File: src/pe_cfg_pkg.sv
package pe_cfg_pkg;

    // ============================================================
    // data widths
    // ============================================================

    // input and weight samples
    localparam int DWD      = 8;
    // enough for IPAD_N signed 8x8 products
    localparam int PSUM_DWD = 20;

    // ============================================================
    // array and pad sizes
    // ============================================================

    localparam int PE_ROW = 4;
    // window length, also the largest tap count
    localparam int IPAD_N = 4;
    localparam int PAD_AW = $clog2(IPAD_N);

    typedef logic signed [DWD-1:0]      data_t;
    typedef logic signed [PSUM_DWD-1:0] psum_t;
    typedef logic        [PAD_AW-1:0]   pad_addr_t;

endpackage

File: src/pe_ctl_pkg.sv
package pe_ctl_pkg;

    // ============================================================
    // control encodings
    // ============================================================

    // tap count, 1 up to the window length
    localparam int TAP_W = 3;
    typedef logic [TAP_W-1:0] tap_cnt_t;

    // instruction word, sampled with the valid strobe
    typedef enum logic [1:0] {
        INST_NOP    = 2'd0,
        INST_LOAD_W = 2'd1,
        INST_RUN    = 2'd2,
        INST_STOP   = 2'd3
    } pe_inst_e;

    // data path controller states
    typedef enum logic [1:0] {
        ST_IDLE   = 2'd0,
        ST_LOAD_W = 2'd1,
        ST_RUN    = 2'd2,
        ST_ISSUE  = 2'd3
    } pe_state_e;

endpackage

File: src/pe_op_if.sv
`timescale 1ns/1ns

// one tap operation from the controller to the MAC stage
interface pe_op_if
    import pe_cfg_pkg::*;
();
    logic      op_valid;
    // slot of the input window used by this tap
    pad_addr_t ipad_addr;
    // tap index into every row's weight pad
    pad_addr_t wpad_tap;
    // first and last tap of one window
    logic      op_first;
    logic      op_last;

    modport ctrl (
        output op_valid, ipad_addr, wpad_tap, op_first, op_last
    );

    modport mac (
        input op_valid, ipad_addr, wpad_tap, op_first, op_last
    );

endinterface

File: src/pe.sv
`timescale 1ns/1ns

module pe
    import pe_cfg_pkg::*;
    import pe_ctl_pkg::*;
(
    input  logic     i_clk,
    input  logic     i_rstn,
    input  pe_inst_e i_inst,
    input  logic     i_inst_valid,
    input  tap_cnt_t i_taps,
    input  logic     i_input_rdy,
    output logic     o_input_ack,
    input  data_t    i_input,
    input  logic     i_weight_rdy,
    output logic     o_weight_ack,
    input  data_t    i_weight [PE_ROW],
    output logic     o_psum_rdy,
    input  logic     i_psum_ack,
    output psum_t    o_psum [PE_ROW],
    output logic     o_idle
);

    logic      psum_free;
    logic      ipad_write;
    pad_addr_t ipad_waddr;
    logic      wpad_write;
    pad_addr_t wpad_tap;
    data_t     ipad_word;
    data_t     wpad_word [PE_ROW];
    logic      mac_done;
    psum_t     mac_psum [PE_ROW];

    pe_op_if op_if ();

    // ============================================================
    // decode
    // ============================================================

    pe_dp_ctrl u_ctrl (
        .i_clk        (i_clk),
        .i_rstn       (i_rstn),
        .i_inst       (i_inst),
        .i_inst_valid (i_inst_valid),
        .i_taps       (i_taps),
        .i_input_rdy  (i_input_rdy),
        .o_input_ack  (o_input_ack),
        .i_weight_rdy (i_weight_rdy),
        .o_weight_ack (o_weight_ack),
        .i_psum_free  (psum_free),
        .o_ipad_write (ipad_write),
        .o_ipad_waddr (ipad_waddr),
        .o_wpad_write (wpad_write),
        .o_wpad_tap   (wpad_tap),
        .o_idle       (o_idle),
        .op           (op_if)
    );

    // input window, circular
    pe_pad_rf #(.SIZE(IPAD_N)) u_ipad (
        .i_clk   (i_clk),
        .i_rstn  (i_rstn),
        .i_write (ipad_write),
        .i_waddr (ipad_waddr),
        .i_wdata (i_input),
        .i_raddr (op_if.ipad_addr),
        .o_rdata (ipad_word)
    );

    // weight pads, one per row, addressed by tap
    for (genvar r = 0; r < PE_ROW; r++) begin : g_wpad
        pe_pad_rf #(.SIZE(IPAD_N)) u_wpad (
            .i_clk   (i_clk),
            .i_rstn  (i_rstn),
            .i_write (wpad_write),
            .i_waddr (wpad_tap),
            .i_wdata (i_weight[r]),
            .i_raddr (op_if.wpad_tap),
            .o_rdata (wpad_word[r])
        );
    end

    // ============================================================
    // execute and result
    // ============================================================

    pe_mac u_mac (
        .i_clk       (i_clk),
        .i_rstn      (i_rstn),
        .op          (op_if),
        .i_ipad_word (ipad_word),
        .i_wpad_word (wpad_word),
        .o_done      (mac_done),
        .o_psum      (mac_psum)
    );

    pe_psum_out u_out (
        .i_clk      (i_clk),
        .i_rstn     (i_rstn),
        .i_done     (mac_done),
        .i_psum     (mac_psum),
        .o_free     (psum_free),
        .o_psum_rdy (o_psum_rdy),
        .i_psum_ack (i_psum_ack),
        .o_psum     (o_psum)
    );

endmodule

File: src/pe_dp_ctrl.sv
`timescale 1ns/1ns

module pe_dp_ctrl
    import pe_cfg_pkg::*;
    import pe_ctl_pkg::*;
(
    input  logic      i_clk,
    input  logic      i_rstn,
    input  pe_inst_e  i_inst,
    input  logic      i_inst_valid,
    input  tap_cnt_t  i_taps,
    input  logic      i_input_rdy,
    output logic      o_input_ack,
    input  logic      i_weight_rdy,
    output logic      o_weight_ack,
    input  logic      i_psum_free,
    output logic      o_ipad_write,
    output pad_addr_t o_ipad_waddr,
    output logic      o_wpad_write,
    output pad_addr_t o_wpad_tap,
    output logic      o_idle,
    pe_op_if.ctrl     op
);

    pe_state_e state;
    tap_cnt_t  taps_r;
    tap_cnt_t  wcnt;
    tap_cnt_t  fill_cnt;
    tap_cnt_t  icnt;
    pad_addr_t wptr;
    pad_addr_t issue_tap;
    logic      window_start;
    logic      wload_last;
    logic      issue_last;
    logic      stop_req;

    // ============================================================
    // channel handshakes
    // ============================================================

    // no input while a window issues or the output stage is busy
    assign o_input_ack  = (state == ST_RUN) && i_psum_free && i_input_rdy;
    assign o_weight_ack = (state == ST_LOAD_W) && i_weight_rdy;

    assign window_start = o_input_ack && (fill_cnt + tap_cnt_t'(1) >= taps_r);
    assign wload_last   = (wcnt == taps_r - tap_cnt_t'(1));
    assign issue_last   = (icnt == taps_r - tap_cnt_t'(1));
    assign stop_req     = i_inst_valid && (i_inst == INST_STOP);

    assign o_ipad_write = o_input_ack;
    assign o_ipad_waddr = wptr;
    assign o_wpad_write = o_weight_ack;
    assign o_wpad_tap   = pad_addr_t'(wcnt);
    assign o_idle       = (state == ST_IDLE);

    // tap k reads the sample from k inputs ago, newest sits at wptr-1
    assign issue_tap    = pad_addr_t'(icnt);
    assign op.op_valid  = (state == ST_ISSUE);
    assign op.ipad_addr = wptr - issue_tap - pad_addr_t'(1);
    assign op.wpad_tap  = issue_tap;
    assign op.op_first  = (icnt == '0);
    assign op.op_last   = issue_last;

    // ============================================================
    // controller FSM
    // ============================================================

    always_ff @(posedge i_clk or negedge i_rstn) begin
        if (!i_rstn) begin
            state    <= ST_IDLE;
            taps_r   <= '0;
            wcnt     <= '0;
            fill_cnt <= '0;
            icnt     <= '0;
            wptr     <= '0;
        end else begin
            case (state)
                ST_IDLE: begin
                    if (i_inst_valid && i_inst == INST_LOAD_W) begin
                        taps_r <= i_taps;
                        wcnt   <= '0;
                        state  <= ST_LOAD_W;
                    end else if (i_inst_valid && i_inst == INST_RUN) begin
                        fill_cnt <= '0;
                        state    <= ST_RUN;
                    end
                end
                ST_LOAD_W: begin
                    if (o_weight_ack) begin
                        wcnt <= wcnt + tap_cnt_t'(1);
                        if (wload_last) begin
                            state <= ST_IDLE;
                        end
                    end
                end
                ST_RUN: begin
                    // fill count saturates once the window is full
                    if (o_input_ack) begin
                        wptr <= wptr + pad_addr_t'(1);
                        if (fill_cnt < taps_r) begin
                            fill_cnt <= fill_cnt + tap_cnt_t'(1);
                        end
                    end
                    if (window_start) begin
                        icnt  <= '0;
                        state <= ST_ISSUE;
                    end else if (stop_req) begin
                        state <= ST_IDLE;
                    end
                end
                ST_ISSUE: begin
                    icnt <= icnt + tap_cnt_t'(1);
                    if (issue_last) begin
                        state <= ST_RUN;
                    end
                end
                default: state <= ST_IDLE;
            endcase
        end
    end

endmodule

File: src/pe_mac.sv
`timescale 1ns/1ns

module pe_mac
    import pe_cfg_pkg::*;
(
    input  logic  i_clk,
    input  logic  i_rstn,
    pe_op_if.mac  op,
    input  data_t i_ipad_word,
    input  data_t i_wpad_word [PE_ROW],
    output logic  o_done,
    output psum_t o_psum [PE_ROW]
);

    psum_t prod [PE_ROW];
    psum_t acc  [PE_ROW];
    logic  done_q;

    // ============================================================
    // per-row multiply and accumulate
    // ============================================================

    for (genvar r = 0; r < PE_ROW; r++) begin : g_row
        // shared input word times this row's weight, sign extended
        assign prod[r] = i_ipad_word * i_wpad_word[r];

        always_ff @(posedge i_clk) begin
            if (op.op_valid) begin
                if (op.op_first) begin
                    acc[r] <= prod[r];
                end else begin
                    acc[r] <= acc[r] + prod[r];
                end
            end
        end

        assign o_psum[r] = acc[r];
    end

    // result is in acc the cycle after the last tap
    always_ff @(posedge i_clk or negedge i_rstn) begin
        if (!i_rstn) begin
            done_q <= 1'b0;
        end else begin
            done_q <= op.op_valid && op.op_last;
        end
    end

    assign o_done = done_q;

endmodule

File: src/pe_pad_rf.sv
`timescale 1ns/1ns

// small scratchpad, sync write and comb read
module pe_pad_rf
    import pe_cfg_pkg::*;
#(
    parameter int SIZE = IPAD_N
) (
    input  logic      i_clk,
    input  logic      i_rstn,
    input  logic      i_write,
    input  pad_addr_t i_waddr,
    input  data_t     i_wdata,
    input  pad_addr_t i_raddr,
    output data_t     o_rdata
);

    data_t mem [SIZE];

    always_ff @(posedge i_clk or negedge i_rstn) begin
        if (!i_rstn) begin
            for (int i = 0; i < SIZE; i++) begin
                mem[i] <= '0;
            end
        end else if (i_write) begin
            mem[i_waddr] <= i_wdata;
        end
    end

    // read is visible in the same cycle as the address
    assign o_rdata = mem[i_raddr];

endmodule

File: src/pe_psum_out.sv
`timescale 1ns/1ns

// one-entry psum buffer on the rdy/ack output channel
module pe_psum_out
    import pe_cfg_pkg::*;
(
    input  logic  i_clk,
    input  logic  i_rstn,
    input  logic  i_done,
    input  psum_t i_psum [PE_ROW],
    output logic  o_free,
    output logic  o_psum_rdy,
    input  logic  i_psum_ack,
    output psum_t o_psum [PE_ROW]
);

    logic  full_q;
    psum_t psum_q [PE_ROW];

    always_ff @(posedge i_clk or negedge i_rstn) begin
        if (!i_rstn) begin
            full_q <= 1'b0;
        end else if (i_done) begin
            full_q <= 1'b1;
        end else if (full_q && i_psum_ack) begin
            full_q <= 1'b0;
        end
    end

    always_ff @(posedge i_clk) begin
        if (i_done) begin
            psum_q <= i_psum;
        end
    end

    assign o_psum_rdy = full_q;
    assign o_psum     = psum_q;
    // a pending done counts as occupied, so a new window never overwrites
    assign o_free     = !full_q && !i_done;

endmodule
File: config.mk
export PLATFORM = sky130hd
export DESIGN_NAME = pe
export DESIGN_NICKNAME = d
export VERILOG_FILES = /design/src/pe_cfg_pkg.sv /design/src/pe_ctl_pkg.sv /design/src/pe_op_if.sv /design/src/pe.sv /design/src/pe_dp_ctrl.sv /design/src/pe_mac.sv /design/src/pe_pad_rf.sv /design/src/pe_psum_out.sv
export SDC_FILE = /design/constraint.sdc
export NUM_CORES = 1
export LEC_CHECK = 0
export ABC_CLOCK_PERIOD_IN_PS = 19100
export BUFFER_PORTS_ARGS = -buffer_cell sky130_fd_sc_hd__buf_2
export CORE_UTILIZATION = 45
export CTS_CLUSTER_SIZE = 8
export DETAILED_ROUTE_END_ITERATION = 12
export HOLD_SLACK_MARGIN = 0.08
export SYNTH_ARGS = -nofsm -noshare
export SYNTH_HDL_FRONTEND = slang
export SYNTH_SLANG_ARGS = --single-unit
File: constraint.sdc
create_clock -name i_clk -period 19.1 [get_ports i_clk]
set_input_delay 1.91 -clock i_clk [delete_from_list [all_inputs] [get_ports i_clk]]
set_output_delay 1.91 -clock i_clk [all_outputs]
set_load 0.01 [all_outputs]
==> reports/results.ini <==
[cells_and_area]
nets = 3158
fill_cells = 5298
final_cells = 3456
drive_gt1_share_pct = 17.1
syn2layout_area_growth_pct = 11.1
multi_input_area_um2 = 16000
ff_latch_area_um2 = 9260
fin_area_um2 = 29900

[cts]
clock_latency_ns = 0.60
numCtsBuffers = 49
clockBufferDepth = 3
clock_sinks = 338
ctsHoldBuffers = 0
htreeDepth = 2
postCtsSetupRepairBufs = 0
post_cts_resized = 0
clk_pin_slew_ns = 0.05
cts_tree = built
cts-root-buf = clkbuf_16

[grt]
grt.overflow.total = 0
grt_pass1_vias = 18853
grt_pass1_wl_mm = 95.6
grt_antenna_before_repair = 14
use_met1_pct = 26.5
grt_max_degree = 66
busiest_layer = met2
met2_usage_pct = 32.3
met3_usage_pct = 3.71
grtUsageTotal_pct = 19.7

[logic_synthesis]
synthDistinctLibCells = 65
synth_ff_type = dfrtp_1
synth.top_cells.by_area = edfxtp_1 18%, fa_1 17%, dfrtp_1 17%
yosys.area.top_type_share_pct = 17.8
avgSynthCellArea_um2 = 10.7
yosys_warnings = 0
async_flop_share_pct = 52.7
post-synth-top-area-cell = edfxtp_1
ys_seq_area_share_pct = 34.4
synth_nets = 3013
syn_area_um2 = 26900
syn-instance-count = 2515
ys_ff_latch = 338
synth_edf_count = 160

[timing]
worst_pin_slew_ns = 1.13
min_period_ns = 9.10
rsz0062_at_grt = false
skew_ns = 0.0275
post-route-period-util_pct = 47.7
fmax_mhz = 110
setup_tns_ns = 0
setup_viol_count_final = 0
relSlewSlack_pct = 24.4
finalMaxSlewViolations = 0
hold_violations = 0

[setup_path]
startpoint_type = flip-flop
worst-setup-path-type = reg -> reg
cp.arrival_ns = 9.40
path_max_fanout = 35
end_kind = flip-flop
cp.required_ns = 19.40

[floorplan]
core-area_um2 = 59000
dieArea_um2 = 60800
initial_utilization_pct = 45.6
die_x_um = 247
fp-row-count = 89
boundaryPins = 135
die_h_um = 247

[placed_design]
port_buffers = 134
gp_congestion = 0.878
dpl-instance-area_um2 = 28500
dp_hpwl_mm = 43.0
numPlacedInstances = 3382

[route]
viasPerCell = 5.19
drt_iter0_markers = 816
drt_wl_total_mm = 58.0
vias = 17942
dr.pass1.iters = 5
ant_nets = 0
route.detailed.drc = 0
wl_per_cell_um = 16.8

[min_path]
hp-class = reg -> reg

[run_status]
outcome = finished, final reports clean

[job]
drv_cap = 0

[state kept, by name (all words and copies together) (netlist names), 3 cells and up]
signal and cells:
g_wpad.u_wpad.mem 128, u_mac.acc 80, u_out.o_psum 80, u_ipad.mem 32, u_ctrl.fill_cnt 3, u_ctrl.icnt 3, u_ctrl.taps_r 3, u_ctrl.wcnt 3
[final timing paths]
check,start,to,slack [ns],depth (start not counted)
max in group asynchronous,i_rstn,g_wpad[3].u_wpad.mem[3],15.87,3
max,u_ctrl.icnt[1],u_mac.acc[1][19],10.0,27
min reg2reg,u_mac.acc[1][34],u_out.o_psum[14],0.46,0
min,u_mac.acc[1][34],u_out.o_psum[14],0.46,0
min in group asynchronous,i_rstn,g_wpad[0].u_wpad.mem[13],1.26,1
max reg2reg,u_ctrl.icnt[1],u_mac.acc[1][19],10.0,27
[through the flow]
step / util, % / setup WS, ns / hold slack, ns
after global placement: 48.3 / 10.22 / 0.445
after detailed placement: 48.3 / 9.99 / 0.449
after global routing: 50.6 / 9.40 / 0.470
after floorplan: - / 10.69 / 0.433
final: 50.7 / 10.0 / 0.457
after CTS: 50.6 / 9.98 / 0.460
[cell usage after synthesis, types with 13 or more instances]
| master | instances |
|---|---|
| a21o_1 | 38 |
| a21oi_1 | 87 |
| and2_1 | 39 |
| buf_1 | 23 |
| buf_2 | 15 |
| clkbuf_1 | 25 |
| dfrtp_1 | 178 |
| edfxtp_1 | 160 |
| fa_1 | 224 |
| ha_1 | 223 |
| inv_1 | 367 |
| mux2_2 | 195 |
| mux2i_1 | 32 |
| nand2_1 | 197 |
| nand2b_1 | 14 |
| nand3_1 | 23 |
| nor2_1 | 201 |
| nor2b_1 | 16 |
| nor3_1 | 16 |
| o21a_1 | 21 |
| o21ai_0 | 91 |
| o21ai_1 | 43 |
| o21bai_1 | 17 |
| or2_2 | 13 |
| xnor2_1 | 94 |
| xor2_1 | 53 |
[metal layers]
metal | wire length (um) | vias up
met2 | 27000 | 330
met5 | 87 | -
met4 | 1190 | 14
li1 | - | 8679
met1 | 26900 | 8821
met3 | 2760 | 98
[cell families (layout without fill, tap and decap cells)]
logic type	Yosys count	in the layout	share of synthesized area [%]
compound gates	364	364	8.45
xor+xnor	148	148	4.84
fa+ha+maj	447	447	27.0
buf+inv	432	595	6.09
flops	338	338	34.4
mux	237	237	10.2
other cells	0	5	0
simple gates	549	549	9.01
[layout by cell type (no fill, tap or decap), drive strengths merged, types with 21 or more instances in the layout]
cell type / count
nand3: 23
a21oi: 89
clkbuf: 63
buf: 157
mux2: 195
xor2: 53
a21o: 38
o21ai: 139
edfxtp: 160
fa: 224
inv: 368
o21a: 21
nand2: 197
mux2i: 32
dfrtp: 178
nor2: 201
and2: 39
xnor2: 95
ha: 223
[area by class of cell]
| class | instances | area share, % |
|---|---|---|
| antenna | 5 | 0.0418 |
| multi-input combinational | 1745 | 53.7 |
| clock inverter | 6 | 0.276 |
| inverter | 369 | 4.64 |
| timing repair buffer | 157 | 2.84 |
| clock buffer | 63 | 4.31 |
| tap | 773 | 3.23 |
| sequential | 338 | 31.0 |
[worst max-delay path: stages (launching register included)]
cell       delay (ns)
dfrtp_1          0.31
buf_4            0.36
inv_2            0.36
xnor2_2          0.95
mux2_2           0.43
o21a_1           0.48
and2_1           0.34
fa_1             0.53
inv_1            0.05
fa_1             0.53
inv_1            0.05
fa_1             0.47
inv_1            0.05
fa_1             0.47
inv_1            0.04
ha_1             0.30
a21oi_1          0.18
o21ai_0          0.15
nand4_1          0.13
a31oi_1          0.10
xnor2_1          0.68
ha_1             0.42
and3_1           0.20
a211o_1          0.32
a21o_1           0.23
a2111oi_2        0.38
nor2_1           0.11
xnor2_1          0.13
Power is left out: the tool's default activity adds up to more than one toggle a clock period on the data nets, which glitch-free logic cannot reach.
